## src/design/pss_sync_pkg.sv

```systemverilog
package pss_sync_pkg;

    // width of one I or Q component.
    localparam int SAMPLE_W = 16;

    // width of the squared-magnitude correlation value.
    localparam int CORR_W = 48;

    typedef struct packed {
        logic signed [SAMPLE_W-1:0] i;
        logic signed [SAMPLE_W-1:0] q;
    } iq_sample_t;

    // full-rate or decimated sample stream beat.
    typedef struct packed {
        logic       valid;
        iq_sample_t sample;
    } iq_beat_t;

    typedef struct packed {
        logic              valid;
        logic [CORR_W-1:0] value;
    } corr_beat_t;

    // gated symbol beat, first and last mark the ends of the symbol.
    typedef struct packed {
        logic       valid;
        logic       first;
        logic       last;
        iq_sample_t sample;
    } symbol_beat_t;

    typedef enum logic [1:0] {
        GATE_IDLE,
        GATE_WAIT,
        GATE_PASS
    } gate_state_e;

endpackage

```

## src/design/cic_decimator.sv

```systemverilog
`timescale 1ns/100ps

module cic_decimator (
    input  logic                   clk_i,
    input  logic                   reset_ni,
    input  pss_sync_pkg::iq_beat_t in_i,
    output pss_sync_pkg::iq_beat_t out_o
);

    localparam int N_STAGES   = 3;
    localparam int GAIN_SHIFT = 3;
    localparam int INT_W      = pss_sync_pkg::SAMPLE_W + GAIN_SHIFT;

    // index 0 is the I component, index 1 the Q component.
    logic signed [pss_sync_pkg::SAMPLE_W-1:0] comp_in [2];
    logic signed [INT_W-1:0]                  integ_q [2][N_STAGES];
    logic signed [INT_W-1:0]                  integ_d [2][N_STAGES];
    logic signed [INT_W-1:0]                  comb_dly_q [2][N_STAGES];
    logic signed [INT_W-1:0]                  comb [2][N_STAGES+1];
    logic signed [INT_W-1:0]                  scaled [2];

    logic                     phase_q;
    logic                     valid_q;
    pss_sync_pkg::iq_sample_t sample_q;

    assign comp_in[0] = in_i.sample.i;
    assign comp_in[1] = in_i.sample.q;

    // the integrators and combs see the current beat in the same cycle,
    // so the decimated sample leaves one cycle after the second beat.
    always_comb begin
        for (int c = 0; c < 2; c++) begin
            integ_d[c][0] = integ_q[c][0] + INT_W'(comp_in[c]);
            for (int k = 1; k < N_STAGES; k++) begin
                integ_d[c][k] = integ_q[c][k] + integ_d[c][k-1];
            end
            comb[c][0] = integ_d[c][N_STAGES-1];
            for (int k = 0; k < N_STAGES; k++) begin
                comb[c][k+1] = comb[c][k] - comb_dly_q[c][k];
            end
            // gain of the filter is (R*M)^N = 8.
            scaled[c] = comb[c][N_STAGES] >>> GAIN_SHIFT;
        end
    end

    always_ff @(posedge clk_i) begin
        if (!reset_ni) begin
            phase_q    <= 1'b0;
            valid_q    <= 1'b0;
            integ_q    <= '{default: '0};
            comb_dly_q <= '{default: '0};
        end else begin
            valid_q <= in_i.valid && phase_q;
            if (in_i.valid) begin
                phase_q <= ~phase_q;
                integ_q <= integ_d;
                if (phase_q) begin
                    for (int c = 0; c < 2; c++) begin
                        for (int k = 0; k < N_STAGES; k++) begin
                            comb_dly_q[c][k] <= comb[c][k];
                        end
                    end
                end
            end
        end
    end

    always_ff @(posedge clk_i) begin
        if (in_i.valid && phase_q) begin
            sample_q.i <= scaled[0][pss_sync_pkg::SAMPLE_W-1:0];
            sample_q.q <= scaled[1][pss_sync_pkg::SAMPLE_W-1:0];
        end
    end

    assign out_o.valid  = valid_q;
    assign out_o.sample = sample_q;

endmodule

```

## config.mk

```make
export PLATFORM = sky130hd
export DESIGN_NAME = cic_decimator
export DESIGN_NICKNAME = d
export VERILOG_FILES = /design/src/design/pss_sync_pkg.sv /design/src/design/cic_decimator.sv
export SDC_FILE = /design/constraint.sdc
export NUM_CORES = 1
export LEC_CHECK = 0
export ABC_AREA = 0
export BUFFER_PORTS_ARGS = -buffer_cell sky130_fd_sc_hd__buf_2
export CAP_MARGIN = 20
export CORE_ASPECT_RATIO = 1.75
export CORE_MARGIN = 2
export CORE_UTILIZATION = 40
export DETAILED_ROUTE_END_ITERATION = 12
export PLACE_DENSITY = 0.58
export SYNTH_ARGS = -nofsm -noshare
export SYNTH_HDL_FRONTEND = slang
export SYNTH_SLANG_ARGS = --single-unit
```

## constraint.sdc

```tcl
create_clock -name clk_i -period 8.3 [get_ports clk_i]
set_clock_uncertainty 0.05 [all_clocks]
set_input_delay 0.83 -clock clk_i [delete_from_list [all_inputs] [get_ports clk_i]]
set_output_delay 0.83 -clock clk_i [all_outputs]
set_load 0.02 [all_outputs]
```

# ---- Word level (Yosys, flattened, before mapping)
# Cells that the tools add are included.
dict set report totals {
  reg_bits 262
  input_bits 35
  output_inout_bits 33
  word_cells 31
}
dict set report op_classes {
  add_sub_neg 12
  bitwise 1
  reduce_logical 2
}
# operator count
set op_table {}
lappend op_table {{19-bit subtractor} 6}
lappend op_table {{19-bit adder} 4}
lappend op_table {{19-bit by 16-bit adder with 19-bit output} 2}
lappend op_table {{2-bit AND reduction} 1}
lappend op_table {{1-bit logical AND} 1}
lappend op_table {{1-bit inverter} 1}

# ---- Logic depth before layout (Yosys ltp)
dict set report logic_depth {
  word_depth 6
  depth_mapped 40
  depth_no_buf 40
}

# ---- Worst setup path before layout
# OpenSTA, ideal clock, no wires.
dict set report synth_path {
  path_kind {input -> register}
  start {input in_i[17] (netlist name)}
  end {register sample_q, in the netlist out_o[31] (data pin)}
  setup_ps 262
  arrival_ps 7813
  required_time_ps 7988
  slack_ps 174
  path_stages 37
  n_path_buf 0
  path_cell_list {ha_1 > a21o_1 > a21oi_1 > o21bai_1 > a21oi_1 > o21bai_1 > a41o_1 > o41ai_1 > xnor2_1 > ha_1 > nand2_1 > or4b_1 > nand3b_1 > xor2_1 > ha_1 > nand3_1 > nor2_1 > a211oi_1 > o31a_1 > o21bai_1 > xnor2_1 > ha_1 > and2_1 > a31o_2 > a31oi_1 > nor2b_1 > xnor2_1 > ha_1 > nor2b_1 > a311o_1 > xor2_1 > ha_1 > nor3_1 > nor2_1 > o41a_1 > xor2_1 > xnor2_1}
}
# item line
set synth_lines {}
lappend synth_lines {{start: declaration} cic_decimator.sv:6} ;# input pss_sync_pkg::iq_beat_t in_i,
lappend synth_lines {{end: declaration} cic_decimator.sv:24} ;# pss_sync_pkg::iq_sample_t sample_q;

==> flow_metrics.py <==
metrics = {
    "logic_synthesis": {
        "ys.flop_type": "dfxtp_1",
        "ys_top_cells_by_count": "nor2_1 (260), dfxtp_1 (230), ha_1 (220), nand2_1 (206), a21oi_1 (191)",
        "yosys.area.top_type": "dfxtp_1",
        "yosys_warnings": 0,
        "netlist-cell-type-count": 74,
        "synthMostInstantiatedCell": "nor2_1",
        "synth_fp_nets": 2487,
        "syn_inst": 2222,
        "synth.top_cell.area_share_pct": 24.8,
        "avgSynthCellArea_sq_um": 8.35,
        "synth-edff-count": 32,
        "ys_top_cells_by_area": "dfxtp_1 (25%), ha_1 (15%), xnor2_1 (6.1%)",
        "netlist_area_sq_um": 18500,
        "ys_seq_area_share_pct": 30.0,
        "ys_ff_latch": 262,
        "synthArstFlopShare_pct": 0,
    },
    "placement": {
        "pre_cts_slack_ns": -0.281,
        "place.gp.congestion": 0.818,
        "port_buffers": 67,
        "dp_hpwl_um": 28500,
    },
    "clocking": {
        "cts_tree": "done",
        "root_buffer": "clkbuf_16",
        "clock-sinks": 262,
        "h-tree-depth": 1,
        "clkSlewWorstSetupHoldPaths_ns": 0.06,
        "numCtsBuffers": 28,
        "cts_buffer_depth": 3,
        "insertion_delay_ns": 0.57,
    },
    "route": {
        "via_per_inst": 5.08,
        "drtIter0Drc": 452,
        "num_vias": 15500,
        "route.detailed.drc": 0,
        "routed_wirelength_um": 39600,
        "dr.pass1.iters": 4,
        "wire_per_inst_um": 13.0,
        "ant_nets": 0,
    },
    "sta": {
        "hold_viol_final": 0,
        "fmax_mhz": 127,
        "slew_viol_final": 0,
        "rsz0062_at_grt": "yes",
        "post-route-worst-setup-slack_ns": 0.423,
        "relSlewSlack_pct": 26.6,
        "finalCriticalPeriod_ns": 7.88,
        "worst_slew_pin_slew_ns": 1.10,
        "setup_viol": 0,
        "final.period_utilization_pct": 94.9,
        "hold_slack_ns": 0.401,
    },
    "global_routing": {
        "grt_start_max_net_pins": 130,
        "grt_pass1_wl_um": 67700,
        "grt_use_total_pct": 16.1,
        "grt_pass1_vias": 15200,
        "grt_remaining_overflow": 0,
        "antenna_found_initial": 0,
    },
    "floorplanning": {
        "coreArea_sq_um": 45900,
        "start_util_pct": 40.4,
        "die_x_um": 167,
        "rows": 104,
        "die_area_sq_um": 48200,
        "ioPinCount": 68,
        "die-height_um": 289,
    },
    "worst_setup_path": {
        "crit_arrival_ns": 8.15,
        "slowest_delay_ns": 0.36,
        "crit_path_frequent_cell": "ha_1",
        "cp-start-kind": "primary input",
        "setup.worst_path.class": "primary input to register",
        "worstPathRequired_ns": 8.57,
        "end_kind": "register",
        "reg2regPathDepth": 37,
        "cp_max_fo": 4,
        "r2r_end": "out_o[31]",
        "crit_slowest_cell": "a311o_1",
        "r2r-start": "integ_q[96]",
        "r2r_setup_slack_ns": 0.47,
    },
    "run_status": {
        "status": "finished clean",
    },
    "min_path": {
        "hold_depth": 2,
        "hp-class": "register to register",
        "min_from": "comb_dly_q[10]",
        "worstHoldEndpoint": "comb_dly_q[10]",
    },
    "layout": {
        "areaGrowthSynthToFinish_pct": 18.7,
        "antennaDiodeCount": 0,
        "multi_input_area_sq_um": 12200,
        "drive_above_1_share_pct": 15.0,
        "n_fill_cell": 4418,
        "seq_area_sq_um": 5570,
        "nets": 2714,
    },
    "flow_run": {
        "drv_cap": 0,
    },
}
## final cells by class
class / count / share of cell area, %
Multi-Input combinational cell: 1715 / 55.5
Sequential cell: 262 / 25.3
Timing Repair Buffer: 266 / 8.34
Clock buffer: 37 / 3.62
Tap cell: 583 / 3.31
Inverter: 176 / 3.05
Clock inverter: 13 / 0.853
## repair_timing
item / 4_1_cts / 5_1_grt
endpoints found under the setup margin: 0 / 6
resized for setup: 0 / 37
hold buffers: 0 / 0
buffers inserted: 0 / 5
## worst max path at each step
| stage | to | start | depth (start not counted) |
|---|---|---|---|
| global placement | out_o[15] | in_i[0] | 35 |
| floorplan | out_o[31] | in_i[17] | 37 |
| global route | out_o[31] | in_i[17] | 38 |
| CTS | out_o[15] | in_i[0] | 35 |
| finish | out_o[31] | in_i[17] | 38 |
| detailed placement | out_o[15] | in_i[0] | 35 |
## critical path, delay by kind of cell
family,cells,cell delay (ns)
compound gates,17,3.24
xor+xnor,7,1.15
simple gates,7,1.02
fa+ha+maj,6,1.76
buf+inv,1,0.11
## placed cells by master (no fill, tap or decap), types with 16 or more instances in the layout
master / instances
nor2_1: 260
dfxtp_1: 229
ha_1: 219
nand2_1: 205
buf_4: 199
a21oi_1: 181
inv_1: 174
xnor2_1: 126
mux2i_1: 112
o21ai_0: 66
buf_2: 66
xor2_1: 54
nor3_1: 48
a21o_1: 43
a211oi_1: 32
edfxtp_1: 32
nand3_1: 30
clkbuf_16: 29
nor2b_1: 26
o21a_1: 22
a31oi_1: 17
o21ai_1: 16
and2_1: 16
## routing by layer
metal,track usage (%),vias up,share of wire [%]
li1,-,8200,-
met1,18.5,7129,44
met2,31.5,139,52
met3,1.93,39,2.7
met4,3.64,0,1.4
met5,0,-,0
## per-stage QoR
step | area, sq um | utilization (%) | setup TNS, ns | instances
final | 22000 | 47.9 | 0 | 3052
after global routing | 22000 | 47.9 | -0.0694 | 3052
after floorplan | 18500 | - | 0 | 2222
after global placement | 20800 | 45.3 | -0.620 | 2997
after CTS | 21800 | 47.5 | 0 | 3047
after detailed placement | 20800 | 45.3 | -1.08 | 2997
## registers in the layout, summed over array words and instances, names as in the netlist
register	flops
integ_q	114
out_o	32
valid_q	1
comb_dly_q	114
phase_q	1
## kinds of logic (layout without fill, tap and decap cells)
kind of cell | after synthesis | in the layout | synth area share (%)
compound gates | 512 | 512 | 17.6
xor+xnor | 191 | 191 | 9.35
simple gates | 669 | 669 | 16.0
flops | 262 | 262 | 30.0
mux | 113 | 113 | 6.11
buf+inv | 245 | 492 | 4.98
fa+ha+maj | 230 | 230 | 15.9
Power is not shown: default switching activity piles up to over one toggle a cycle in this logic, so the estimate is an artifact.
