[config.mk]
export PLATFORM = sky130hd
export DESIGN_NAME = peak_detector
export DESIGN_NICKNAME = d
export VERILOG_FILES = /design/src/design/pss_sync_pkg.sv /design/src/design/peak_detector.sv
export SDC_FILE = /design/constraint.sdc
export NUM_CORES = 1
export LEC_CHECK = 0
export ABC_AREA = 1
export BUFFER_PORTS_ARGS = -buffer_cell sky130_fd_sc_hd__buf_2
export CORE_ASPECT_RATIO = 1.25
export CORE_MARGIN = 2
export CORE_UTILIZATION = 50
export DETAILED_ROUTE_END_ITERATION = 8
export PLACE_DENSITY = 0.67
export SLEW_MARGIN = 5
export SYNTH_ARGS = -nofsm -noshare
export SYNTH_HDL_FRONTEND = slang
export SYNTH_SLANG_ARGS = --single-unit
[constraint.sdc]
create_clock -name clk_i -period 2 [get_ports clk_i]
set_clock_uncertainty 0.2 [all_clocks]
set_input_delay 0.3 -clock clk_i [delete_from_list [all_inputs] [get_ports clk_i]]
set_output_delay 0.3 -clock clk_i [all_outputs]
set_load 0.05 [all_outputs]
[src/design/pss_sync_pkg.sv]
package pss_sync_pkg;

    // width of one I or Q component.
    localparam int SAMPLE_W = 16;

    // width of the squared-magnitude correlation value.
    localparam int CORR_W = 48;

    typedef struct packed {
        logic signed [SAMPLE_W-1:0] i;
        logic signed [SAMPLE_W-1:0] q;
    } iq_sample_t;

    // full-rate or decimated sample stream beat.
    typedef struct packed {
        logic       valid;
        iq_sample_t sample;
    } iq_beat_t;

    typedef struct packed {
        logic              valid;
        logic [CORR_W-1:0] value;
    } corr_beat_t;

    // gated symbol beat, first and last mark the ends of the symbol.
    typedef struct packed {
        logic       valid;
        logic       first;
        logic       last;
        iq_sample_t sample;
    } symbol_beat_t;

    typedef enum logic [1:0] {
        GATE_IDLE,
        GATE_WAIT,
        GATE_PASS
    } gate_state_e;

endpackage

[src/design/peak_detector.sv]
`timescale 1ns/100ps

module peak_detector #(
    parameter int WINDOW_LEN = 8
) (
    input  logic                              clk_i,
    input  logic                              reset_ni,
    input  pss_sync_pkg::corr_beat_t          in_i,
    input  logic [pss_sync_pkg::CORR_W-1:0]   threshold_i,
    output logic                              peak_o
);

    // hist_q[0] is the most recent of the stored values.
    logic [pss_sync_pkg::CORR_W-1:0] hist_q [WINDOW_LEN];
    logic                            beats_hist;
    logic                            is_peak;
    logic                            peak_q;

    always_comb begin
        beats_hist = 1'b1;
        for (int k = 0; k < WINDOW_LEN; k++) begin
            if (in_i.value <= hist_q[k]) begin
                beats_hist = 1'b0;
            end
        end
    end

    assign is_peak = in_i.valid && (in_i.value > threshold_i) && beats_hist;

    // the new value enters the history after it has been judged.
    always_ff @(posedge clk_i) begin
        if (!reset_ni) begin
            peak_q <= 1'b0;
            hist_q <= '{default: '0};
        end else begin
            peak_q <= is_peak;
            if (in_i.valid) begin
                hist_q[0] <= in_i.value;
                for (int k = 1; k < WINDOW_LEN; k++) begin
                    hist_q[k] <= hist_q[k-1];
                end
            end
        end
    end

    assign peak_o = peak_q;

endmodule

# [Word-level counts from Yosys, hierarchy flattened]
# Cells that the tools add are included.
[word_totals] rom_bits=0 ff_bits=385 out_inout_bits=1 mem_bits_rw=0 latchBits=0 n_memories=0
[op_classes] n_mul=0 n_lt_le_gt_ge=9 mux=8 bitwise_logic=0 reduce_logical=2 n_shift=0 eq_ne=0 addsub=0 div_mod_pow=0
[ops] op="$le A48 B48 Y1" n=8
[ops] op="$gt A48 B48 Y1" n=1
[ops] op="$mux W1" n=8
[ops] op="$logic_and A1 B1 Y1" n=2

# [Logic depth before layout (Yosys ltp)]
[logic_depth] word_depth=10 mapped_depth=17 mapped_depth_nobuf=17

# [Worst setup path before layout]
# Ideal clock, no wire load.
[synth_path] path_type="reg2reg" from="register hist_q[95] (netlist bit)" to="register peak_q (netlist: peak_o)" period_less_slack_ns=1.701 required_ns=1.687 arrival_ns=1.388 slack_ns=0.299 setup_time_ns=0.113 stages_incl_launch_ff=14 path_cell_list="dfxtp_1 > inv_1 > ha_1 > nand2_1 > nor2_2 > nand2_1 > nor2_2 > nand2_1 > nor2_1 > nor2_1 > nand3_1 > nor2_1 > nand2_1 > nor3_2"
[synth_between] elab_chain_cells=4
[synth_lines] item="start, declared" line="peak_detector.sv:14" rtl="logic [pss_sync_pkg::CORR_W-1:0] hist_q [WINDOW_LEN];"
[synth_lines] item="start signal, assigned by index" line="peak_detector.sv:40" rtl="hist_q[k] <= hist_q[k-1];"
[synth_lines] item="$le A48 B48 Y1" line="peak_detector.sv:22" rtl="if (in_i.value <= hist_q[k]) begin"
[synth_lines] item="$mux W1 (2 in a row)" line="peak_detector.sv:22"
[synth_lines] item="$logic_and A1 B1 Y1" line="peak_detector.sv:28" rtl="assign is_peak = in_i.valid && (in_i.value > threshold_i) && beats_hist;"
[synth_lines] item="end signal, assigned" line="peak_detector.sv:36" rtl="peak_q <= is_peak;"
[synth_lines] item="end, declared" line="peak_detector.sv:17" rtl="logic peak_q;"
# No other way between the ends.
# A chain may end at the register's enable or synchronous reset.

# [Worst setup path after layout]
[layout_path] from="register hist_q[54] (netlist bit)" to="register peak_q (netlist: peak_o)"
# The elaborated chain is that of the path after synthesis.

==> qor.txt <==
TIMING
---------------------------------------------------------------------------------
Fin crit share                                                               100%
Count of final setup violators                                                  1
Min cycle time layout                                                     2.01 ns
Setup repair after global routing missed its margin                           yes
Max-slew headroom                                                           63.2%
Transition time of the tightest slew-check pin                           0.551 ns
Final critical-path setup slack                                       -0.00582 ns
Maximum frequency from static timing analysis                             499 MHz
Pins over their slew limit                                                      0
Final hold vios                                                                 0

SYNTH
---------------------------------------------------------------------------------
Count of warnings emitted by yosys                                              0
Async S/R FF share, synth                                                      0%
Cell with the most instances after synthesis                         sky130_fd_sc_hd__a21oi_1
Share of the synthesized area in the top cell type                          32.3%
Library cell occupying the most area in the post-synthesis netlist   sky130_fd_sc_hd__dfxtp_1
Leading post-synthesis cells by instance count                       sky130_fd_sc_hd__a21oi_1, sky130_fd_sc_hd__inv_1, sky130_fd_sc_hd__nand2_1
Top flip-flop cell by instance count after synthesis                 sky130_fd_sc_hd__dfxtp_1
Top area cells in the synthesized netlist                            sky130_fd_sc_hd__dfxtp_1, sky130_fd_sc_hd__ha_1, sky130_fd_sc_hd__a21oi_1, sky130_fd_sc_hd__o21ai_0, sky130_fd_sc_hd__inv_1
Number of different library cells in the post-synthesis netlist                28
Seq/Total Area, Yosys                                                       32.3%
Nets in the synthesized netlist                                              3754
Number of synthesized flops with an enable pin                                  0
Synthesized area divided by synthesized cell count                      7.40 um^2
Post-synthesis sequential element count                                       385
Number of standard cells after synthesis                                     3223
Syn Std Cell Area                                                      23900 um^2

RUN STATUS
---------------------------------------------------------------------------------
Failing checks                                                       setup timing
Outcome                                                              finished, violations left

POWER AND IR DROP
---------------------------------------------------------------------------------
Clock network power share                                                   37.7%
Cell Int Power                                                            14.7 mW
Share of power burned in registers                                          40.1%
Net switching fraction of the power                                         29.8%
Proportion of power drawn by combinational gates                            22.2%
Worst voltage drop across the vdd grid                                 0.000819 V
Power per unit of standard cell area                                  718 nW/um^2
LEAKAGE                                                                   13.0 nW
Overall Power                                                             21.0 mW
Total net switching power                                                 6.24 mW

CTS
---------------------------------------------------------------------------------
CTS H-tree lvls                                                                 2
Cts bufs inserted                                                              43
Library cell used as clock root buffer                               sky130_fd_sc_hd__clkbuf_16
Clk buf depth                                                                   3
Later-pin clock latency in the skew report                                0.58 ns
Clk pin slew, worst setup/hold paths                                      0.06 ns
Clock tree from TritonCTS                                                   built
TritonCTS Sinks                                                               385

GLOBAL ROUTING
---------------------------------------------------------------------------------
Pin count of the biggest net entering global routing                          137
First-pass GRT wire length                                               96900 um
GR Overflow Total                                                               0
Antenna violations before repair                                                1
Overall Global Routing Usage                                                24.2%
Vias in the first global route                                              20500

ROUTE
---------------------------------------------------------------------------------
Starting DRC count in detailed routing                                        935
Drt first pass iters                                                            5
Per-cell via count in the routed design                                      5.25
Count of antenna-violating nets left after detailed routing                     0
Total wirelength of the detailed-routed design                           62200 um
Number of vias in the routed layout                                         21400
DR WL/cell                                                                15.3 um
Residual DRC count                                                              0

PLACED DESIGN
---------------------------------------------------------------------------------
Buffers on Ports                                                               99
RD Place Congestion                                                         0.876
Placement-stage worst setup slack                                       -0.393 ns
Half-perimeter wire length after placement                               44100 um

WORST SETUP PATH
---------------------------------------------------------------------------------
Critical path startpoint category                                       flip-flop
CP endpoint kind                                                        flip-flop
Crit path max-delay cell type                                        sky130_fd_sc_hd__dfxtp_1
Biggest cell delay along the critical path                                0.35 ns
Max Fanout on Critical Path                                                     3
Arrival time at the worst endpoint                                        2.28 ns
Cell-by-cell trace of the critical path                              inv_1 > ha_1 > nand2_4 > nor2_2 > nor2_2 > nand2_1 > nand2_1 > nand2_1 > nand2_1 > nand3_1 > nand2_1 > inv_1 > nand2_1 > nor3_2
Setup CP Type                                                        flip-flop to flip-flop
Required time of the critical path                                        2.27 ns
Cell with the most instances on the worst path                       sky130_fd_sc_hd__nand2_1

DIE
---------------------------------------------------------------------------------
Die outline width                                                          199 um
Top-level port count                                                          100
Area of the die                                                        49500 um^2
Starting density of the core                                                50.5%
Count of standard-cell rows                                                    89
Area of the core                                                       47200 um^2
Height of the die                                                          248 um

FINISH
---------------------------------------------------------------------------------
Layout filler cell count                                                     4172
Synthesis-to-layout area growth                                             22.5%
Share of cells above drive strength 1                                       19.7%
Share of the core filled with cells                                         61.9%
Antenna cells                                                                   0
Layout Nets                                                                  3934

RUN
---------------------------------------------------------------------------------
MaxCap Viol Count                                                               0

MIN PATH
---------------------------------------------------------------------------------
Classification of the worst-slack hold path                          input pin to flip-flop

worst max-delay path: cells and delay by family, from the launching register on:
family | cells | cell delay [ns]
adder cells (fa/ha/maj) | 1 | 0.32
buffers and inverters | 2 | 0.12
flip-flops | 1 | 0.35
AND/OR/NAND/NOR | 11 | 0.93
cells by family after synthesis:
logic type / after synthesis / synth area share, %
adder cells (fa/ha/maj): 432 / 22.7
AO/OA/AOI/OAI: 1036 / 22.2
AND/OR/NAND/NOR: 722 / 12.4
buffers and inverters: 648 / 10.5
flip-flops: 385 / 32.3
registers in the layout (all words and copies together), names as in the netlist:
name and flops:
hist_q 384, peak_o 1
metrics by stage:
step	hold slack, ns	instance area, um^2	std cells	setup TNS, ns
2_1_floorplan	0.244	23900	3223	0
3_3_place_gp	0.260	26000	3969	-0.333
3_5_place_dp	0.267	26000	3969	-0.393
4_1_cts	0.00228	27800	4067	0
5_1_grt	0.0227	29200	4072	-0.0461
6_report	0.0175	29200	4072	-0.00582
power groups by stage:
stage	Combinational (mW)	Sequential (mW)	Clock, mW
after CTS	4.19	8.39	8.07
after detailed placement	4.05	8.56	0
final	4.66	8.41	7.90
after global routing	5.30	8.47	8.34
after global placement	3.88	8.54	0
after floorplan	2.67	8.49	0
repair_timing:
item	CTS	global route
hold buffers	21	0
cloned	0	1
setup buffers	0	5
pin swaps	16	100
hold endpoints to repair	60	0
resized for setup	50	330
setup endpoints to repair	1	1
area by class of cell:
class / instances / area (um^2) / share of cell area (%)
Clock buffer: 69 / 1280 / 4.39
Clock inverter: 8 / 97.6 / 0.334
Inverter: 520 / 1950 / 6.68
Multi-Input combinational cell: 2190 / 15200 / 52.0
Sequential cell: 385 / 7780 / 26.6
Tap cell: 637 / 797 / 2.73
Timing Repair Buffer: 263 / 2120 / 7.27
worst paths after layout:
path               start          end  slack, ns  cells after the start
max           hist_q[54]       peak_o     -0.006                     14
min              in_i[4]  hist_q[340]       0.02                      3
max reg2reg   hist_q[54]       peak_o     -0.006                     14
min reg2reg  hist_q[325]  hist_q[277]       0.26                      2
layout by cell type, fill, tap and decap left out, drive strengths merged, types with 14 or more instances in the layout:
cell and count:
inv 519, ha 432, o21ai 428, nand3 35
clkbuf 70, a21o 14, a21oi 568, buf 241
nand2 488, dlygate4sd3 20, dfxtp 385, o21a 19
nor2 172
layer usage:
layer	vias to the layer above	global-route usage (%)	wire length, um
li1	11000	-	-
met1	9870	28.8	26400
met2	330	43.9	31200
met3	114	3.14	2100
met4	2	9.63	2430
met5	-	0	13
Note: power is estimated with default switching activity, not from simulation.
