==> config.mk <==
export PLATFORM = sky130hd
export DESIGN_NAME = symbol_gate
export DESIGN_NICKNAME = d
export VERILOG_FILES = /design/src/design/pss_sync_pkg.sv /design/src/design/symbol_gate.sv
export SDC_FILE = /design/constraint.sdc
export NUM_CORES = 1
export LEC_CHECK = 0
export BUFFER_PORTS_ARGS = -buffer_cell sky130_fd_sc_hd__buf_2
export CORE_MARGIN = 2
export CORE_UTILIZATION = 30
export DETAILED_ROUTE_END_ITERATION = 8
export PLACE_DENSITY = 0.65
export SLEW_MARGIN = 20
export SYNTH_ARGS = -nofsm -noshare
export SYNTH_HDL_FRONTEND = slang
export SYNTH_SLANG_ARGS = --single-unit
export TNS_END_PERCENT = 10
==> constraint.sdc <==
create_clock -name clk_i -period 2.9 [get_ports clk_i]
set_input_delay 0 -clock clk_i [delete_from_list [all_inputs] [get_ports clk_i]]
set_output_delay 0 -clock clk_i [all_outputs]
set_load 0.02 [all_outputs]
==> src/design/pss_sync_pkg.sv <==
package pss_sync_pkg;

    // width of one I or Q component.
    localparam int SAMPLE_W = 16;

    // width of the squared-magnitude correlation value.
    localparam int CORR_W = 48;

    typedef struct packed {
        logic signed [SAMPLE_W-1:0] i;
        logic signed [SAMPLE_W-1:0] q;
    } iq_sample_t;

    // full-rate or decimated sample stream beat.
    typedef struct packed {
        logic       valid;
        iq_sample_t sample;
    } iq_beat_t;

    typedef struct packed {
        logic              valid;
        logic [CORR_W-1:0] value;
    } corr_beat_t;

    // gated symbol beat, first and last mark the ends of the symbol.
    typedef struct packed {
        logic       valid;
        logic       first;
        logic       last;
        iq_sample_t sample;
    } symbol_beat_t;

    typedef enum logic [1:0] {
        GATE_IDLE,
        GATE_WAIT,
        GATE_PASS
    } gate_state_e;

endpackage

==> src/design/symbol_gate.sv <==
`timescale 1ns/100ps

module symbol_gate #(
    parameter int WAIT_LEN   = 20,
    parameter int SYMBOL_LEN = 32
) (
    input  logic                       clk_i,
    input  logic                       reset_ni,
    input  pss_sync_pkg::iq_beat_t     in_i,
    input  logic                       peak_i,
    output pss_sync_pkg::symbol_beat_t out_o
);

    localparam int MAX_LEN = (WAIT_LEN > SYMBOL_LEN) ? WAIT_LEN : SYMBOL_LEN;
    localparam int CNT_W   = $clog2(MAX_LEN + 1);

    pss_sync_pkg::gate_state_e state_q;
    logic [CNT_W-1:0]          count_q;
    logic                      wait_done;
    logic                      pass_last;
    logic                      valid_q;
    logic                      first_q;
    logic                      last_q;
    pss_sync_pkg::iq_sample_t  sample_q;

    assign wait_done = (count_q == CNT_W'(WAIT_LEN - 1));
    assign pass_last = (count_q == CNT_W'(SYMBOL_LEN - 1));

    // the beat in the peak cycle itself is not counted, since the gate
    // only starts counting once it sits in GATE_WAIT.
    always_ff @(posedge clk_i) begin
        if (!reset_ni) begin
            state_q <= pss_sync_pkg::GATE_IDLE;
            count_q <= '0;
            valid_q <= 1'b0;
        end else begin
            valid_q <= 1'b0;
            case (state_q)
                pss_sync_pkg::GATE_IDLE: begin
                    count_q <= '0;
                    if (peak_i) begin
                        state_q <= pss_sync_pkg::GATE_WAIT;
                    end
                end
                pss_sync_pkg::GATE_WAIT: begin
                    if (in_i.valid) begin
                        if (wait_done) begin
                            count_q <= '0;
                            state_q <= pss_sync_pkg::GATE_PASS;
                        end else begin
                            count_q <= count_q + 1'b1;
                        end
                    end
                end
                pss_sync_pkg::GATE_PASS: begin
                    if (in_i.valid) begin
                        valid_q <= 1'b1;
                        if (pass_last) begin
                            count_q <= '0;
                            state_q <= pss_sync_pkg::GATE_IDLE;
                        end else begin
                            count_q <= count_q + 1'b1;
                        end
                    end
                end
                default: begin
                    state_q <= pss_sync_pkg::GATE_IDLE;
                end
            endcase
        end
    end

    always_ff @(posedge clk_i) begin
        if (in_i.valid && state_q == pss_sync_pkg::GATE_PASS) begin
            first_q  <= (count_q == '0);
            last_q   <= pass_last;
            sample_q <= in_i.sample;
        end
    end

    assign out_o.valid  = valid_q;
    assign out_o.first  = first_q;
    assign out_o.last   = last_q;
    assign out_o.sample = sample_q;

endmodule

* Word-level counts from Yosys, hierarchy flattened
Cells that the tools add are included.
** Operators by class
- $add $sub $neg :: 1
- Eq/ne operators :: 9
- Muxes and demuxes :: 12
- Reductions and logical operators :: 7
** Operators by type and width (count)
- 6-bit 2-to-1 mux :: 4
- 6-bit one-hot mux with 3 select lines :: 1
- 6-bit by 5-bit == test with 1-bit output, second input constant :: 2
- 2-bit 2-to-1 mux :: 5
- 2-bit != test, second input constant :: 5
- 6-bit by 1-bit adder with 6-bit output, second input constant :: 1
- 6-bit zero test :: 1
- 2-bit one-hot mux with 3 select lines :: 1
- 5-bit AND reduction :: 1
- 3-bit AND reduction :: 1
- 3-bit nonzero test :: 1
- 2-bit by 1-bit == test with 1-bit output, second input constant :: 1
- 2-bit == test, second input constant :: 1
- 2-bit zero test :: 1
- 2-bit AND reduction :: 1
- 1-bit logical AND :: 1
- 1-bit 2-to-1 mux :: 1
** Storage, ports and cells
- Register bits after elaboration :: 43
- Input bits :: 36
- Output and inout bits :: 35
- Word-level logic and storage cells :: 36

* Longest topological paths before layout
- Word-level depth :: 4
- Depth in mapped cells :: 6
- Mapped depth without buffers :: 6

* Worst setup path after synthesis
OpenSTA, ideal clock, no wires.
- Path kind :: flip-flop to flip-flop
- Start point :: register state_q[0]
- End point :: register count_q[2]
- Setup time :: 0.115 ns
- Data arrival time :: 1.606 ns
- Data required time :: 2.785 ns
- Setup slack :: 1.179 ns
- Stages on the path, launching flop included :: 7
- Path buffers :: 0
- Period minus slack after synthesis :: 1.721 ns
- Cell sequence :: dfxtp_1 -> inv_1 -> ha_1 -> o21ba_2 -> or2_4 -> o311a_1 -> and2_1
** On the way
- Cells in the longest elaborated chain, start to end :: 3
- Elaborated cells between the ends (all ways) :: 8
- Classes of those cells :: eq/ne (4); mux (1); reduce/logical (3)
** Ends and longest elaborated chain
- start, declared :: line symbol_gate.sv:17 : pss_sync_pkg::gate_state_e state_q;
- start signal, assigned :: line symbol_gate.sv:33 : state_q <= pss_sync_pkg::GATE_IDLE;
- start signal, assigned :: line symbol_gate.sv:42 : state_q <= pss_sync_pkg::GATE_WAIT;
- start signal, assigned :: line symbol_gate.sv:49 : state_q <= pss_sync_pkg::GATE_PASS;
- 2-bit by 1-bit == test with 1-bit output, or another cell as far along :: line symbol_gate.sv:38 : case (state_q)
- 2-bit != test (no line) or 3-bit nonzero test (tied branches)
- 3-bit AND reduction (no line)
- end signal, assigned :: line symbol_gate.sv:51 : count_q <= count_q + 1'b1;
- end signal, assigned :: line symbol_gate.sv:62 : count_q <= count_q + 1'b1;
- end, declared :: line symbol_gate.sv:18 : logic [CNT_W-1:0] count_q;
Several ways; a longest one is shown, not always the timed one.
A chain may end at the register's enable or synchronous reset.

* Worst setup path in the final report
- Start point :: register state_q[0]
- End point :: register count_q[4]
Same word-level chain as after synthesis.

==> out/qor.yml <==
logic_synthesis:
  syn_nets: 150
  yosys_warnings: 0
  ys_types: 31
  synthCells: 108
  avgSynthCellArea_um2: 15.6
  synth_area_um2: 1680
  synth_seq_cells: 43
  seq_area_frac_synth: 0.714
sta:
  hold_viol: 0
  fmax_ghz: 0.531
  post-route-min-period_ns: 1.88
  rsz0062_at_grt: "no"
  relSlewSlack: 0.517
  slew_violations: 0
  tns_ns: 0
  final.setup.worst_slack_ns: 1.02
  worst_pin_slew_ns: 0.725
  fin_crit_sh: 0.649
  finalSetupViolCount: 0
  fin_skew_ns: 0.00567
global_routing:
  grt_start_max_net_pins: 35
  grt_pass1_vias: 1239
  grt_pass1_wl_um: 5510
  antenna_found_initial: 0
  grt_use_total: 0.115
  grt.overflow.total: 0
floorplanning:
  core_um2: 5470
  die_w_um: 78.9
  floorplan.initialDensity: 0.307
  rows: 27
  dieArea_um2: 6220
  die_y_um: 78.9
  io_pins: 71
clocking:
  cts_root_buf: "clkbuf_8"
  clock_path_buffers: 2
  cts_buffers: 5
  cts_tree: "yes"
  cts_sinks: 43
  cts.htree.levels: 2
  clock_latency_ns: 0.28
  clk_pin_slew_ns: 0.08
  cts_setup_buffers: 0
drt:
  drc: 0
  drtAntennaViolNets: 0
  vias_per_cell: 4.39
  dr.pass1.iters: 4
  via_count: 1259
  drt_iter0_drc: 45
  drt-wirelength-per-cell_um: 12.5
  finalWirelength_um: 3600
placement:
  place_ws_ns: 1.03
  port_buffers: 70
  placed_area_um2: 2100
  place.gp.congestion: 0.782
  dp_hpwl_um: 2310
finish:
  drive_above_1_share: 0.395
  diodes: 0
  fillers: 516
  nNetsFinal: 256
  final_area_um2: 2560
  area_growth_syn_to_layout_pct: 52.2
power:
  power_density_nw_per_um2: 638
  p_leak_nw: 1.02
  power.total_mw: 1.63
  ir_drop_mv: 0.262
critical_path:
  cp_max_fo: 8
  worstSetupStartpointType: "register"
  cp_data_arrival_time_ns: 2.07
  reg2reg_depth: 6
  cp.required_ns: 3.08
  cp_top_family: "compound AO/OA/AOI/OAI gates"
  crit_slowest_cell: "dfxtp_1"
  cpPeakStageDelay_ns: 0.40
  crit_path_cell_trace: "inv_1 -> ha_1 -> o21ba_2 -> or2_4 -> o311a_1 -> and2_1"
  path_buf_inv: 1
  critPathKind: "register to register"
  cp_num_cells: 6
  end_kind: "register"
worst_hold_path:
  min_path_type: "primary input to register"
  worstHoldPathCells: 3
job:
  drv_cap: 0
run_status:
  status: "finished, final reports clean"
## synth_stat cells
library cell  count  area (um^2)
a2111oi_4         1         27.5
a21boi_0          2         15.0
a41oi_4           1         27.5
and2_1            3         18.8
and2_2            1         7.51
and3_2            1         7.51
and4_1            1         8.76
buf_4             3         22.5
clkbuf_1          1         3.75
dfxtp_1           9          180
edfxtp_1         34         1020
ha_1              6         75.1
inv_1             8         30.0
mux2i_1           2         20.0
nand2_1           8         30.0
nand3_1           3         15.0
nand3_2           1         10.0
nor2_1            3         11.3
nor3_1            3         15.0
nor3b_1           1         7.51
nor4_1            1         6.26
o2111ai_1         3         26.3
o211ai_1          3         22.5
o21ai_0           2         10.0
o21ba_2           1         10.0
o311a_1           1         10.0
o31a_1            1         8.76
or2_4             1         8.76
or3_2             1         7.51
xnor2_1           1         8.76
xor2_1            1         8.76
## layout by cell type, fill, tap and decap left out, types with 3 or more instances in the layout
| master | count |
|---|---|
| buf_2 | 70 |
| nand3_1 | 3 |
| dfxtp_1 | 9 |
| nor3_1 | 3 |
| edfxtp_1 | 34 |
| dlygate4sd3_1 | 33 |
| nand2_1 | 8 |
| and2_1 | 3 |
| o2111ai_1 | 3 |
| ha_1 | 6 |
| inv_1 | 8 |
| o211ai_1 | 3 |
| nor2_1 | 3 |
| clkbuf_8 | 5 |
## per-layer routing
| layer | track usage | part of all wire |
|---|---|---|
| met1 | 0.123 | 0.41 |
| met2 | 0.216 | 0.50 |
| met3 | 0.0364 | 0.083 |
| met4 | 0.0293 | 0.0036 |
| met5 | 0 | 0 |
## kinds of logic after synthesis
group	after synthesis	synth area share
mux	2	0.0119
fa+ha+maj	6	0.0446
simple gates	28	0.0915
flops	43	0.714
buf+inv	12	0.0335
compound gates	15	0.0938
xor+xnor	2	0.0104
## worst register-to-register path: stages, from the launching register on
cell and delay, ns:
dfxtp_1 0.40, inv_1 0.08, ha_1 0.26, o21ba_2 0.28
or2_4 0.27, o311a_1 0.35, and2_1 0.14
## power by group
part | total (mW) | internal, mW | switching (mW) | leakage [nW]
Sequential | 0.745 | 0.724 | 0.0215 | 0.378
Combinational | 0.356 | 0.160 | 0.196 | 0.575
Clock | 0.530 | 0.344 | 0.186 | 0.0654
Total | 1.63 | 1.23 | 0.404 | 1.02
## metrics by stage
step | utilization | std cells | hold WS (ns)
CTS | 0.468 | 287 | 0.0397
floorplan | - | 108 | 0.0989
detailed placement | 0.383 | 246 | 0.178
global route | 0.468 | 287 | 0.0508
global placement | 0.383 | 246 | 0.178
finish | 0.468 | 287 | 0.0541
## area by class of cell
| cell class | count | area (um^2) | area share |
|---|---|---|---|
| Clock inverter | 2 | 60.1 | 0.0235 |
| Timing Repair Buffer | 103 | 681 | 0.266 |
| Inverter | 8 | 30.0 | 0.0117 |
| Multi-Input combinational cell | 53 | 424 | 0.166 |
| Tap cell | 72 | 90.1 | 0.0352 |
| Sequential cell | 43 | 1200 | 0.469 |
| Clock buffer | 6 | 72.6 | 0.0284 |
## final timing paths
kind                   start          to  slack (ns)
hold reg to reg   state_q[1]  state_q[1]        0.50
hold / removal      reset_ni  state_q[0]        0.05
setup reg to reg  state_q[0]  count_q[4]        1.02
setup / recovery  state_q[0]  count_q[4]        1.02
## state kept, by name, summed over array words and instances, names as in the netlist
register  flops
last_q        1
count_q       6
state_q       2
out_o        32
valid_q       1
first_q       1
## what timing repair did
item | CTS | global route
resized for setup | 0 | 0
hold buffers | 33 | 0
endpoints found under the hold margin | 33 | 0
No activity file was read; power rests on OpenSTA's default activity.
